File: config.mk
export PLATFORM = sky130hd
export DESIGN_NAME = pattern_top
export DESIGN_NICKNAME = d
export VERILOG_FILES = /design/src/design/usb_host_pkg.sv /design/src/design/dmd_pattern_pkg.sv /design/src/design/control_regs.sv /design/src/design/pattern_loader.sv /design/src/design/pattern_sequencer.sv /design/src/design/pattern_store.sv /design/src/design/pattern_top.sv /design/src/design/usb_port_decoder.sv
export SDC_FILE = /design/constraint.sdc
export NUM_CORES = 1
export LEC_CHECK = 0
export BUFFER_PORTS_ARGS = -buffer_cell sky130_fd_sc_hd__clkbuf_2
export CORE_ASPECT_RATIO = 1.25
export CORE_MARGIN = 3
export CORE_UTILIZATION = 56
export CTS_CLUSTER_DIAMETER = 80
export DETAILED_ROUTE_END_ITERATION = 8
export HOLD_SLACK_MARGIN = 0.12
export PLACE_DENSITY = 0.76
export SYNTH_ARGS = -nofsm -noshare
export SYNTH_HDL_FRONTEND = slang
export SYNTH_SLANG_ARGS = --single-unit
File: constraint.sdc
create_clock -name clk_usb -period 2.55 [get_ports clk_usb]
set_clock_uncertainty 0.2 [all_clocks]
set_input_delay 0.51 -clock clk_usb [delete_from_list [all_inputs] [get_ports clk_usb]]
set_output_delay 0.51 -clock clk_usb [all_outputs]
set_load 0.02 [all_outputs]
File: src/design/usb_host_pkg.sv
package usb_host_pkg;

	// one word on the 16-bit slave bus
	typedef logic [15:0] usb_word_t;

	// ctl0 is the msb when a strobe pattern is written as a literal
	typedef struct packed {
		logic ctl0;
		logic ctl1;
		logic ctl2;
	} usb_ctl_t;

	typedef enum logic [1:0] {
		CMD_NONE,
		CMD_REG_DATA,
		CMD_REG_ADDR,
		CMD_PATTERN_WORD
	} cmd_kind_t;

	typedef struct packed {
		cmd_kind_t kind;
		usb_word_t word;
	} usb_cmd_t;

	// strobe patterns driven by the host
	localparam usb_ctl_t CTL_REG_DATA = 3'b010;
	localparam usb_ctl_t CTL_REG_ADDR = 3'b110;
	localparam usb_ctl_t CTL_PATTERN  = 3'b011;

	// register map, matched against the whole bus word
	localparam usb_word_t REG_LAST_PATTERN = 16'd30;
	localparam usb_word_t REG_LOAD_RESET   = 16'd31;
	localparam usb_word_t REG_LOAD_ENABLE  = 16'd32;

endpackage

File: src/design/dmd_pattern_pkg.sv
package dmd_pattern_pkg;

	// ***********************************************************************
	// pattern geometry
	// ***********************************************************************

	// rows of 16 pixels per pattern
	localparam int PATTERN_WORDS = 16;
	localparam int MAX_PATTERNS  = 4;

	typedef logic [$clog2(PATTERN_WORDS)-1:0] row_index_t;
	typedef logic [$clog2(MAX_PATTERNS)-1:0]  pattern_index_t;

	// pattern index in the upper bits, so the struct is also the flat address
	typedef struct packed {
		pattern_index_t pattern;
		row_index_t     row;
	} pat_addr_t;

	// ***********************************************************************
	// configuration and memory write
	// ***********************************************************************

	typedef struct packed {
		logic           load_reset;
		logic           load_enable;
		pattern_index_t last_pattern;
	} pattern_cfg_t;

	typedef struct packed {
		logic                    we;
		pat_addr_t               addr;
		usb_host_pkg::usb_word_t data;
	} pat_write_t;

endpackage

File: src/design/control_regs.sv
module control_regs (
	input  logic                          clk_usb,
	input  logic                          reset_i,
	input  usb_host_pkg::usb_cmd_t        cmd_i,
	output dmd_pattern_pkg::pattern_cfg_t cfg_o
);
	import usb_host_pkg::*;
	import dmd_pattern_pkg::*;

	usb_word_t      pending_q;
	logic           load_reset_q;
	logic           load_enable_q;
	pattern_index_t last_pattern_q;

	// ***********************************************************************
	// pending data
	// ***********************************************************************

	always_ff @(posedge clk_usb) begin
		if (reset_i) begin
			pending_q <= '0;
		end else if (cmd_i.kind == CMD_REG_DATA) begin
			pending_q <= cmd_i.word;
		end
	end

	// ***********************************************************************
	// commit on address write
	// ***********************************************************************

	always_ff @(posedge clk_usb) begin
		if (reset_i) begin
			load_reset_q   <= 1'b0;
			load_enable_q  <= 1'b0;
			last_pattern_q <= '0;
		end else if (cmd_i.kind == CMD_REG_ADDR) begin
			case (cmd_i.word)
				// any nonzero value holds the load positions cleared
				REG_LOAD_RESET: load_reset_q <= (pending_q != '0);
				REG_LAST_PATTERN: begin
					last_pattern_q <= pending_q[$bits(pattern_index_t)-1:0];
				end
				REG_LOAD_ENABLE: load_enable_q <= pending_q[0];
				// unknown addresses are ignored
				default: begin
				end
			endcase
		end
	end

	assign cfg_o.load_reset   = load_reset_q;
	assign cfg_o.load_enable  = load_enable_q;
	assign cfg_o.last_pattern = last_pattern_q;

endmodule

File: src/design/pattern_loader.sv
module pattern_loader (
	input  logic                          clk_usb,
	input  logic                          reset_i,
	input  usb_host_pkg::usb_cmd_t        cmd_i,
	input  dmd_pattern_pkg::pattern_cfg_t cfg_i,
	output dmd_pattern_pkg::pat_write_t   wr_o,
	output logic                          load_done_o
);
	import usb_host_pkg::*;
	import dmd_pattern_pkg::*;

	pat_addr_t pos_q;
	logic      load_done_q;
	logic      we_q;
	pat_addr_t wr_addr_q;
	usb_word_t wr_data_q;
	logic      accept;
	logic      last_row;

	// words outside a load window are dropped
	assign accept = (cmd_i.kind == CMD_PATTERN_WORD) && cfg_i.load_enable &&
		!cfg_i.load_reset && !load_done_q;
	assign last_row = (pos_q.row == row_index_t'(PATTERN_WORDS - 1));

	always_ff @(posedge clk_usb) begin
		if (reset_i || cfg_i.load_reset) begin
			pos_q       <= '0;
			load_done_q <= 1'b0;
			we_q        <= 1'b0;
		end else begin
			we_q <= accept;
			if (accept) begin
				if (last_row) begin
					pos_q.row     <= '0;
					pos_q.pattern <= pos_q.pattern + 1'b1;
					load_done_q   <= (pos_q.pattern == cfg_i.last_pattern);
				end else begin
					pos_q.row <= pos_q.row + 1'b1;
				end
			end
		end
	end

	always_ff @(posedge clk_usb) begin
		if (accept) begin
			wr_addr_q <= pos_q;
			wr_data_q <= cmd_i.word;
		end
	end

	assign wr_o.we      = we_q;
	assign wr_o.addr    = wr_addr_q;
	assign wr_o.data    = wr_data_q;
	assign load_done_o  = load_done_q;

	// writes stay inside the configured pattern range
	a_write_in_range: assert property (
		@(posedge clk_usb) disable iff (reset_i)
		wr_o.we |-> (wr_o.addr.pattern <= cfg_i.last_pattern)
	);

endmodule

File: src/design/pattern_sequencer.sv
module pattern_sequencer (
	input  logic                          clk_usb,
	input  logic                          reset_i,
	input  logic                          trigger_i,
	input  dmd_pattern_pkg::pattern_cfg_t cfg_i,
	input  logic                          load_done_i,
	output dmd_pattern_pkg::pat_addr_t    rd_addr_o,
	input  usb_host_pkg::usb_word_t       rd_data_i,
	output usb_host_pkg::usb_word_t       dout_o,
	output logic                          dvalid_o
);
	import usb_host_pkg::*;
	import dmd_pattern_pkg::*;

	logic           trig_s_q;
	logic           trig_d_q;
	logic           active_q;
	row_index_t     row_q;
	pattern_index_t disp_pat_q;
	logic           rd_valid_q;
	logic           dvalid_q;
	usb_word_t      dout_q;
	logic           busy;
	logic           start;

	// ***********************************************************************
	// trigger edge and readout start
	// ***********************************************************************

	always_ff @(posedge clk_usb) begin
		if (reset_i) begin
			trig_s_q <= 1'b0;
			trig_d_q <= 1'b0;
		end else begin
			trig_s_q <= trigger_i;
			trig_d_q <= trig_s_q;
		end
	end

	// busy until the last word has left the output register
	assign busy  = active_q || rd_valid_q || dvalid_q;
	assign start = trig_s_q && !trig_d_q && !busy && !cfg_i.load_enable && load_done_i;

	// ***********************************************************************
	// row walk through the display pattern
	// ***********************************************************************

	always_ff @(posedge clk_usb) begin
		if (reset_i) begin
			active_q   <= 1'b0;
			row_q      <= '0;
			disp_pat_q <= '0;
		end else begin
			if (start) begin
				active_q <= 1'b1;
				row_q    <= '0;
			end else if (active_q) begin
				row_q <= row_q + 1'b1;
				if (row_q == row_index_t'(PATTERN_WORDS - 1)) begin
					active_q <= 1'b0;
					// next readout takes the next pattern, wrapping after the last
					if (disp_pat_q == cfg_i.last_pattern) begin
						disp_pat_q <= '0;
					end else begin
						disp_pat_q <= disp_pat_q + 1'b1;
					end
				end
			end
			if (cfg_i.load_reset) begin
				disp_pat_q <= '0;
			end
		end
	end

	assign rd_addr_o.pattern = disp_pat_q;
	assign rd_addr_o.row     = row_q;

	// valid follows the memory latency, then the output register
	always_ff @(posedge clk_usb) begin
		if (reset_i) begin
			rd_valid_q <= 1'b0;
			dvalid_q   <= 1'b0;
		end else begin
			rd_valid_q <= active_q;
			dvalid_q   <= rd_valid_q;
		end
	end

	always_ff @(posedge clk_usb) begin
		dout_q <= rd_data_i;
	end

	assign dout_o   = dout_q;
	assign dvalid_o = dvalid_q;

	// each burst is one pattern long and followed by a gap
	a_burst_length: assert property (
		@(posedge clk_usb) disable iff (reset_i)
		$rose(dvalid_q) |-> ##PATTERN_WORDS !dvalid_q
	);

endmodule

File: src/design/pattern_store.sv
module pattern_store (
	input  logic                        clk_usb,
	input  dmd_pattern_pkg::pat_write_t wr_i,
	input  dmd_pattern_pkg::pat_addr_t  rd_addr_i,
	output usb_host_pkg::usb_word_t     rd_data_o
);
	import usb_host_pkg::*;
	import dmd_pattern_pkg::*;

	// pattern-major layout, pat_addr_t doubles as the flat index
	usb_word_t mem [MAX_PATTERNS*PATTERN_WORDS];
	usb_word_t rd_data_q;

	// write port
	always_ff @(posedge clk_usb) begin
		if (wr_i.we) begin
			mem[wr_i.addr] <= wr_i.data;
		end
	end

	// read port, one cycle of latency
	always_ff @(posedge clk_usb) begin
		rd_data_q <= mem[rd_addr_i];
	end

	assign rd_data_o = rd_data_q;

endmodule

File: src/design/pattern_top.sv
module pattern_top (
	input  logic                    clk_usb,
	input  logic                    reset_i,
	input  usb_host_pkg::usb_ctl_t  ctl_i,
	input  usb_host_pkg::usb_word_t usb_data_i,
	input  logic                    trigger_i,
	output usb_host_pkg::usb_word_t dout_o,
	output logic                    dvalid_o,
	output logic                    load_done_o
);
	import usb_host_pkg::*;
	import dmd_pattern_pkg::*;

	usb_cmd_t     cmd;
	pattern_cfg_t cfg;
	pat_write_t   wr;
	pat_addr_t    rd_addr;
	usb_word_t    rd_data;

	// ***********************************************************************
	// host side, bus decode to memory writes
	// ***********************************************************************

	usb_port_decoder u_decoder (
		.clk_usb    (clk_usb),
		.reset_i    (reset_i),
		.ctl_i      (ctl_i),
		.usb_data_i (usb_data_i),
		.cmd_o      (cmd)
	);

	control_regs u_regs (
		.clk_usb (clk_usb),
		.reset_i (reset_i),
		.cmd_i   (cmd),
		.cfg_o   (cfg)
	);

	pattern_loader u_loader (
		.clk_usb     (clk_usb),
		.reset_i     (reset_i),
		.cmd_i       (cmd),
		.cfg_i       (cfg),
		.wr_o        (wr),
		.load_done_o (load_done_o)
	);

	// ***********************************************************************
	// storage and display side
	// ***********************************************************************

	pattern_store u_store (
		.clk_usb   (clk_usb),
		.wr_i      (wr),
		.rd_addr_i (rd_addr),
		.rd_data_o (rd_data)
	);

	pattern_sequencer u_sequencer (
		.clk_usb     (clk_usb),
		.reset_i     (reset_i),
		.trigger_i   (trigger_i),
		.cfg_i       (cfg),
		.load_done_i (load_done_o),
		.rd_addr_o   (rd_addr),
		.rd_data_i   (rd_data),
		.dout_o      (dout_o),
		.dvalid_o    (dvalid_o)
	);

endmodule

File: src/design/usb_port_decoder.sv
module usb_port_decoder (
	input  logic                    clk_usb,
	input  logic                    reset_i,
	input  usb_host_pkg::usb_ctl_t  ctl_i,
	input  usb_host_pkg::usb_word_t usb_data_i,
	output usb_host_pkg::usb_cmd_t  cmd_o
);
	import usb_host_pkg::*;

	cmd_kind_t kind_q;
	usb_word_t word_q;

	// classify the strobes seen at this edge
	always_ff @(posedge clk_usb) begin
		if (reset_i) begin
			kind_q <= CMD_NONE;
		end else begin
			case (ctl_i)
				CTL_REG_DATA: kind_q <= CMD_REG_DATA;
				CTL_REG_ADDR: kind_q <= CMD_REG_ADDR;
				CTL_PATTERN:  kind_q <= CMD_PATTERN_WORD;
				default:      kind_q <= CMD_NONE;
			endcase
		end
	end

	// bus word captured every cycle, only meaningful with a command kind
	always_ff @(posedge clk_usb) begin
		word_q <= usb_data_i;
	end

	assign cmd_o.kind = kind_q;
	assign cmd_o.word = word_q;

	// a pattern word must come from the ctl1+ctl2 strobe one cycle earlier
	a_pattern_from_strobe: assert property (
		@(posedge clk_usb) disable iff (reset_i)
		(cmd_o.kind == CMD_PATTERN_WORD) |-> ($past(ctl_i) == CTL_PATTERN)
	);

endmodule

==> out/summary.txt <==
=================================================================================
Result of the run .................................................. finished clean
DR iter-0 viols ....................................................         2717
Buffer type at the clock tree root ................................. sky130_fd_sc_hd__clkbuf_16
Number of nets in the finished design ..............................         2436
Die width ..........................................................     253.7 µm
H-Tree Level Count .................................................            3
Slowest cell on crit path .......................................... sky130_fd_sc_hd__mux4_2
Count of flip-flops with a built-in enable after synthesis .........         1046
Worst skew pair latency ............................................       660 ps
All-layer global routing usage .....................................       26.33%
Number of clock sinks ..............................................         1135
Fill cell count ....................................................         4513
Final RePlAce weighted congestion ..................................       0.9152
Post-layout worst setup margin .....................................     16.73 ps
Setup Total Neg Slack ..............................................         0 ps
Global-route wire length before repair .............................    152300 µm
Critical path's top delay family ................................... multiplexers
Number of I/O pins .................................................           40
Sequential share of the synthesized area ...........................       77.29%
Final antenna-violating net count ..................................            0
Destination of the worst register-to-register timing path .......... u_store.rd_data_o[2]
Path type of the worst setup path .................................. flip-flop to flip-flop
Classification of the worst-slack hold path ........................ flip-flop to flip-flop
Met1 layer usage reported by global route ..........................       34.05%
CP startpoint kind .................................................    flip-flop
Worst hold path depth ..............................................            0
Cells along the critical path ...................................... buf_4 > buf_12 > mux4_2 > mux4_2 > o21ai_4 > o22ai_1
Hold Slack .........................................................     127.8 ps
Required time of the worst setup path ..............................      2870 ps
Total congestion overflow after global routing .....................            0
Endpoint class of the critical path ................................    flip-flop
Antenna violations before repair ...................................            4
Top FF cell, synth ................................................. sky130_fd_sc_hd__edfxtp_1
Transition at the pin with the smallest max-transition slack .......     870.3 ps
Most numerous cell on the critical path ............................ sky130_fd_sc_hd__mux4_2
Routed via count ...................................................        22330
Layout-stage area growth over the synthesis result .................       16.03%
Max Cap Violations .................................................            0
Area taken by flip-flops and latches ...............................    33200 µm²
Register clock-pin slew on the reported worst setup and hold paths .        70 ps
Endpoints failing hold .............................................            0
Multi-input gate area ..............................................     9128 µm²
Length of the first detailed-routing pass in iterations ............            6
Std cell rows ......................................................          112
Synthesized instance count .........................................         2108
Final core utilization .............................................       66.22%
Die footprint ......................................................    80070 µm²
Most congested layer reported by global routing ....................         met2
Period utilization .................................................       99.34%
R2R Path Start ..................................................... u_sequencer.row_q[1]
Maximum number of pins on one net before global-route repair .......           65
Area share of the largest cell type after synthesis ................       73.14%
TritonCTS clock tree ...............................................          yes
Detail-routed via count per cell ...................................        6.438
Time the worst path needs with I/O delays and setup ................      2533 ps
Largest area contributor in the netlist ............................ sky130_fd_sc_hd__edfxtp_1
Port-buffer cells ..................................................           39
Most frequent cells in the layout .................................. sky130_fd_sc_hd__edfxtp_1 (1046), sky130_fd_sc_hd__buf_4 (212), sky130_fd_sc_hd__mux4_2 (190)
Final Setup Violations .............................................            0
Clock Tree Buf Depth ...............................................            3
Final count of pins violating max slew .............................            0
Worst-case register-to-register setup slack ........................        20 ps
Total nets after synthesis .........................................         2132
Fraction of final layout cells with drive strength greater than 1 ..       26.90%
Total Routed Length ................................................    103400 µm
Max-slew headroom at the worst pin .................................       41.98%
Number of synthesized register bits ................................         1135
Worst IR Drop VDD ..................................................     566.0 µV
Leakage Power ......................................................     15.72 nW
Top cells by area in the synthesized netlist ....................... sky130_fd_sc_hd__edfxtp_1 (73%), sky130_fd_sc_hd__mux4_2 (10%), sky130_fd_sc_hd__dfxtp_1 (4.1%), sky130_fd_sc_hd__mux2i_1 (3.5%), sky130_fd_sc_hd__nor2_1 (0.87%)
DPL Wire Length ....................................................     62660 µm
Number of global-route vias before repair ..........................        22750
Async set-or-reset flop fraction in the synthesized netlist ........           0%
Crit. Startpoint ................................................... u_sequencer.row_q[1]
Global routing met2 resource utilization ...........................       44.15%
Post-synthesis cell type count .....................................           51
Pre-CTS worst setup slack ..........................................    -271.7 ps
CTS Buf Count ......................................................          101
Die extent in y ....................................................     315.6 µm
Post-Synthesis Cell Area ...........................................    42940 µm²
WHS Endpoint ....................................................... u_sequencer.dout_o[3]
Critical path's largest stage delay ................................       590 ps
Core outline area ..................................................    75250 µm²
Initial cell density of the core ...................................       57.07%
Worst-path maximum fanout ..........................................           16
Critical Path AT ...................................................      2850 ps
Top achievable clock speed .........................................    394.7 MHz
Met3 Usage GRT .....................................................       4.155%
Final standard cell count with taps included and fillers excluded ..         3469
Pwr dens ........................................................... 718.1 nW/µm²
Average wire per standard cell .....................................     29.81 µm
Path depth of the worst reg2reg path ...............................            6
Critical hold path startpoint ...................................... u_store.rd_data_o[3]
Post-route DRC violation count .....................................            0
Syn Area/Cell ......................................................    20.37 µm²
Number of buffers and inverters on the critical path ...............            2
Synth warnings .....................................................            0
Leading cell type in the layout, fill and taps excluded ............ sky130_fd_sc_hd__edfxtp_1
Placed Cells incl. Taps ............................................         3229
=================================================================================
synth_stat cells, drive strengths merged, types with 4 or more instances:
cell type  number
a2111oi         8
inv             5
a31oi           8
mux4          202
nand2          62
nand2b          8
a211oi         15
nand3          14
mux2i         150
a21oi          59
nand3b          5
clkbuf         29
o221ai         21
nor3           18
nor2           99
nor2b          36
a221o           4
o21a            5
a22o            4
a22oi          14
a211o           9
dfxtp          89
o31ai           8
nor4            8
o22ai          39
nand4           6
xnor2           8
buf            86
o21ai          12
edfxtp       1046
or3             4
worst max path at each step:
stage | endpoint | depth (start not counted)
after floorplan | u_loader.pos_q[3] | 5
after global placement | u_store.rd_data_o[3] | 7
after detailed placement | u_store.rd_data_o[3] | 7
after CTS | u_store.rd_data_o[4] | 6
after global routing | u_store.rd_data_o[3] | 9
final | u_store.rd_data_o[2] | 6
timing repair:
| action | 4_1_cts | 5_1_grt |
|---|---|---|
| hold buffers | 23 | 0 |
| endpoints found under the hold margin | 34 | 0 |
| cloned | 0 | 1 |
| endpoints found under the setup margin | 12 | 9 |
| buffers inserted | 4 | 21 |
| gates resized for setup | 25 | 20 |
| pin swaps | 3 | 5 |
layer usage:
metal	vias up	share of wire (%)
met2	1315	51
met3	276	8.4
met4	2	5.4
li1	9259	-
met5	-	0.0077
met1	11480	35
cell families after synthesis:
kind of cell / Yosys count / synth area share, %
AOI/OAI and AO/OA: 212 / 3.319
xor gates and xnor gates: 11 / 0.2244
adders and majority gates: 2 / 0.05826
buffers and inverters: 122 / 1.873
DFF: 1135 / 77.29
muxes: 354 / 14.25
and+or+nand+nor: 272 / 2.989
stage by stage:
step	instance area, µm²	power, mW
after floorplan	42950	20.48
after global placement	45750	20.51
after detailed placement	45750	20.51
after CTS	49530	35.96
after global routing	49830	36.70
final	49830	35.79
registers in the layout, summed over array words and instances, names as in the netlist, 2 cells and up:
register and flops:
u_sequencer.disp_pat_q 2, u_store.mem 1024, u_decoder.word_q 16, u_decoder.kind_q 2, u_sequencer.dout_o 16, u_loader.wr_data_q 16
u_sequencer.row_q 4, u_regs.pending_q 16, u_loader.wr_o 6, u_loader.pos_q 6, u_store.rd_data_o 16, u_regs.last_pattern_q 2
final cells by class:
| cell class | count | share of cell area (%) |
|---|---|---|
| Sequential cell | 1135 | 66.63 |
| Multi-Input combinational cell | 851 | 18.32 |
| Timing Repair Buffer | 316 | 5.680 |
| Clock buffer | 137 | 5.612 |
| Tap cell | 969 | 2.433 |
| Clock inverter | 52 | 1.258 |
| Inverter | 7 | 0.05524 |
| Antenna cell | 2 | 0.01004 |
where the power goes:
group          leakage (nW)  switching, mW  internal, mW
Sequential             10.1         0.0214          20.0
Clock                  1.65           6.54          9.11
Combinational          3.93         0.0362        0.0513
Total                  15.7           6.60          29.2
Note: power is estimated with default switching activity, not from simulation.
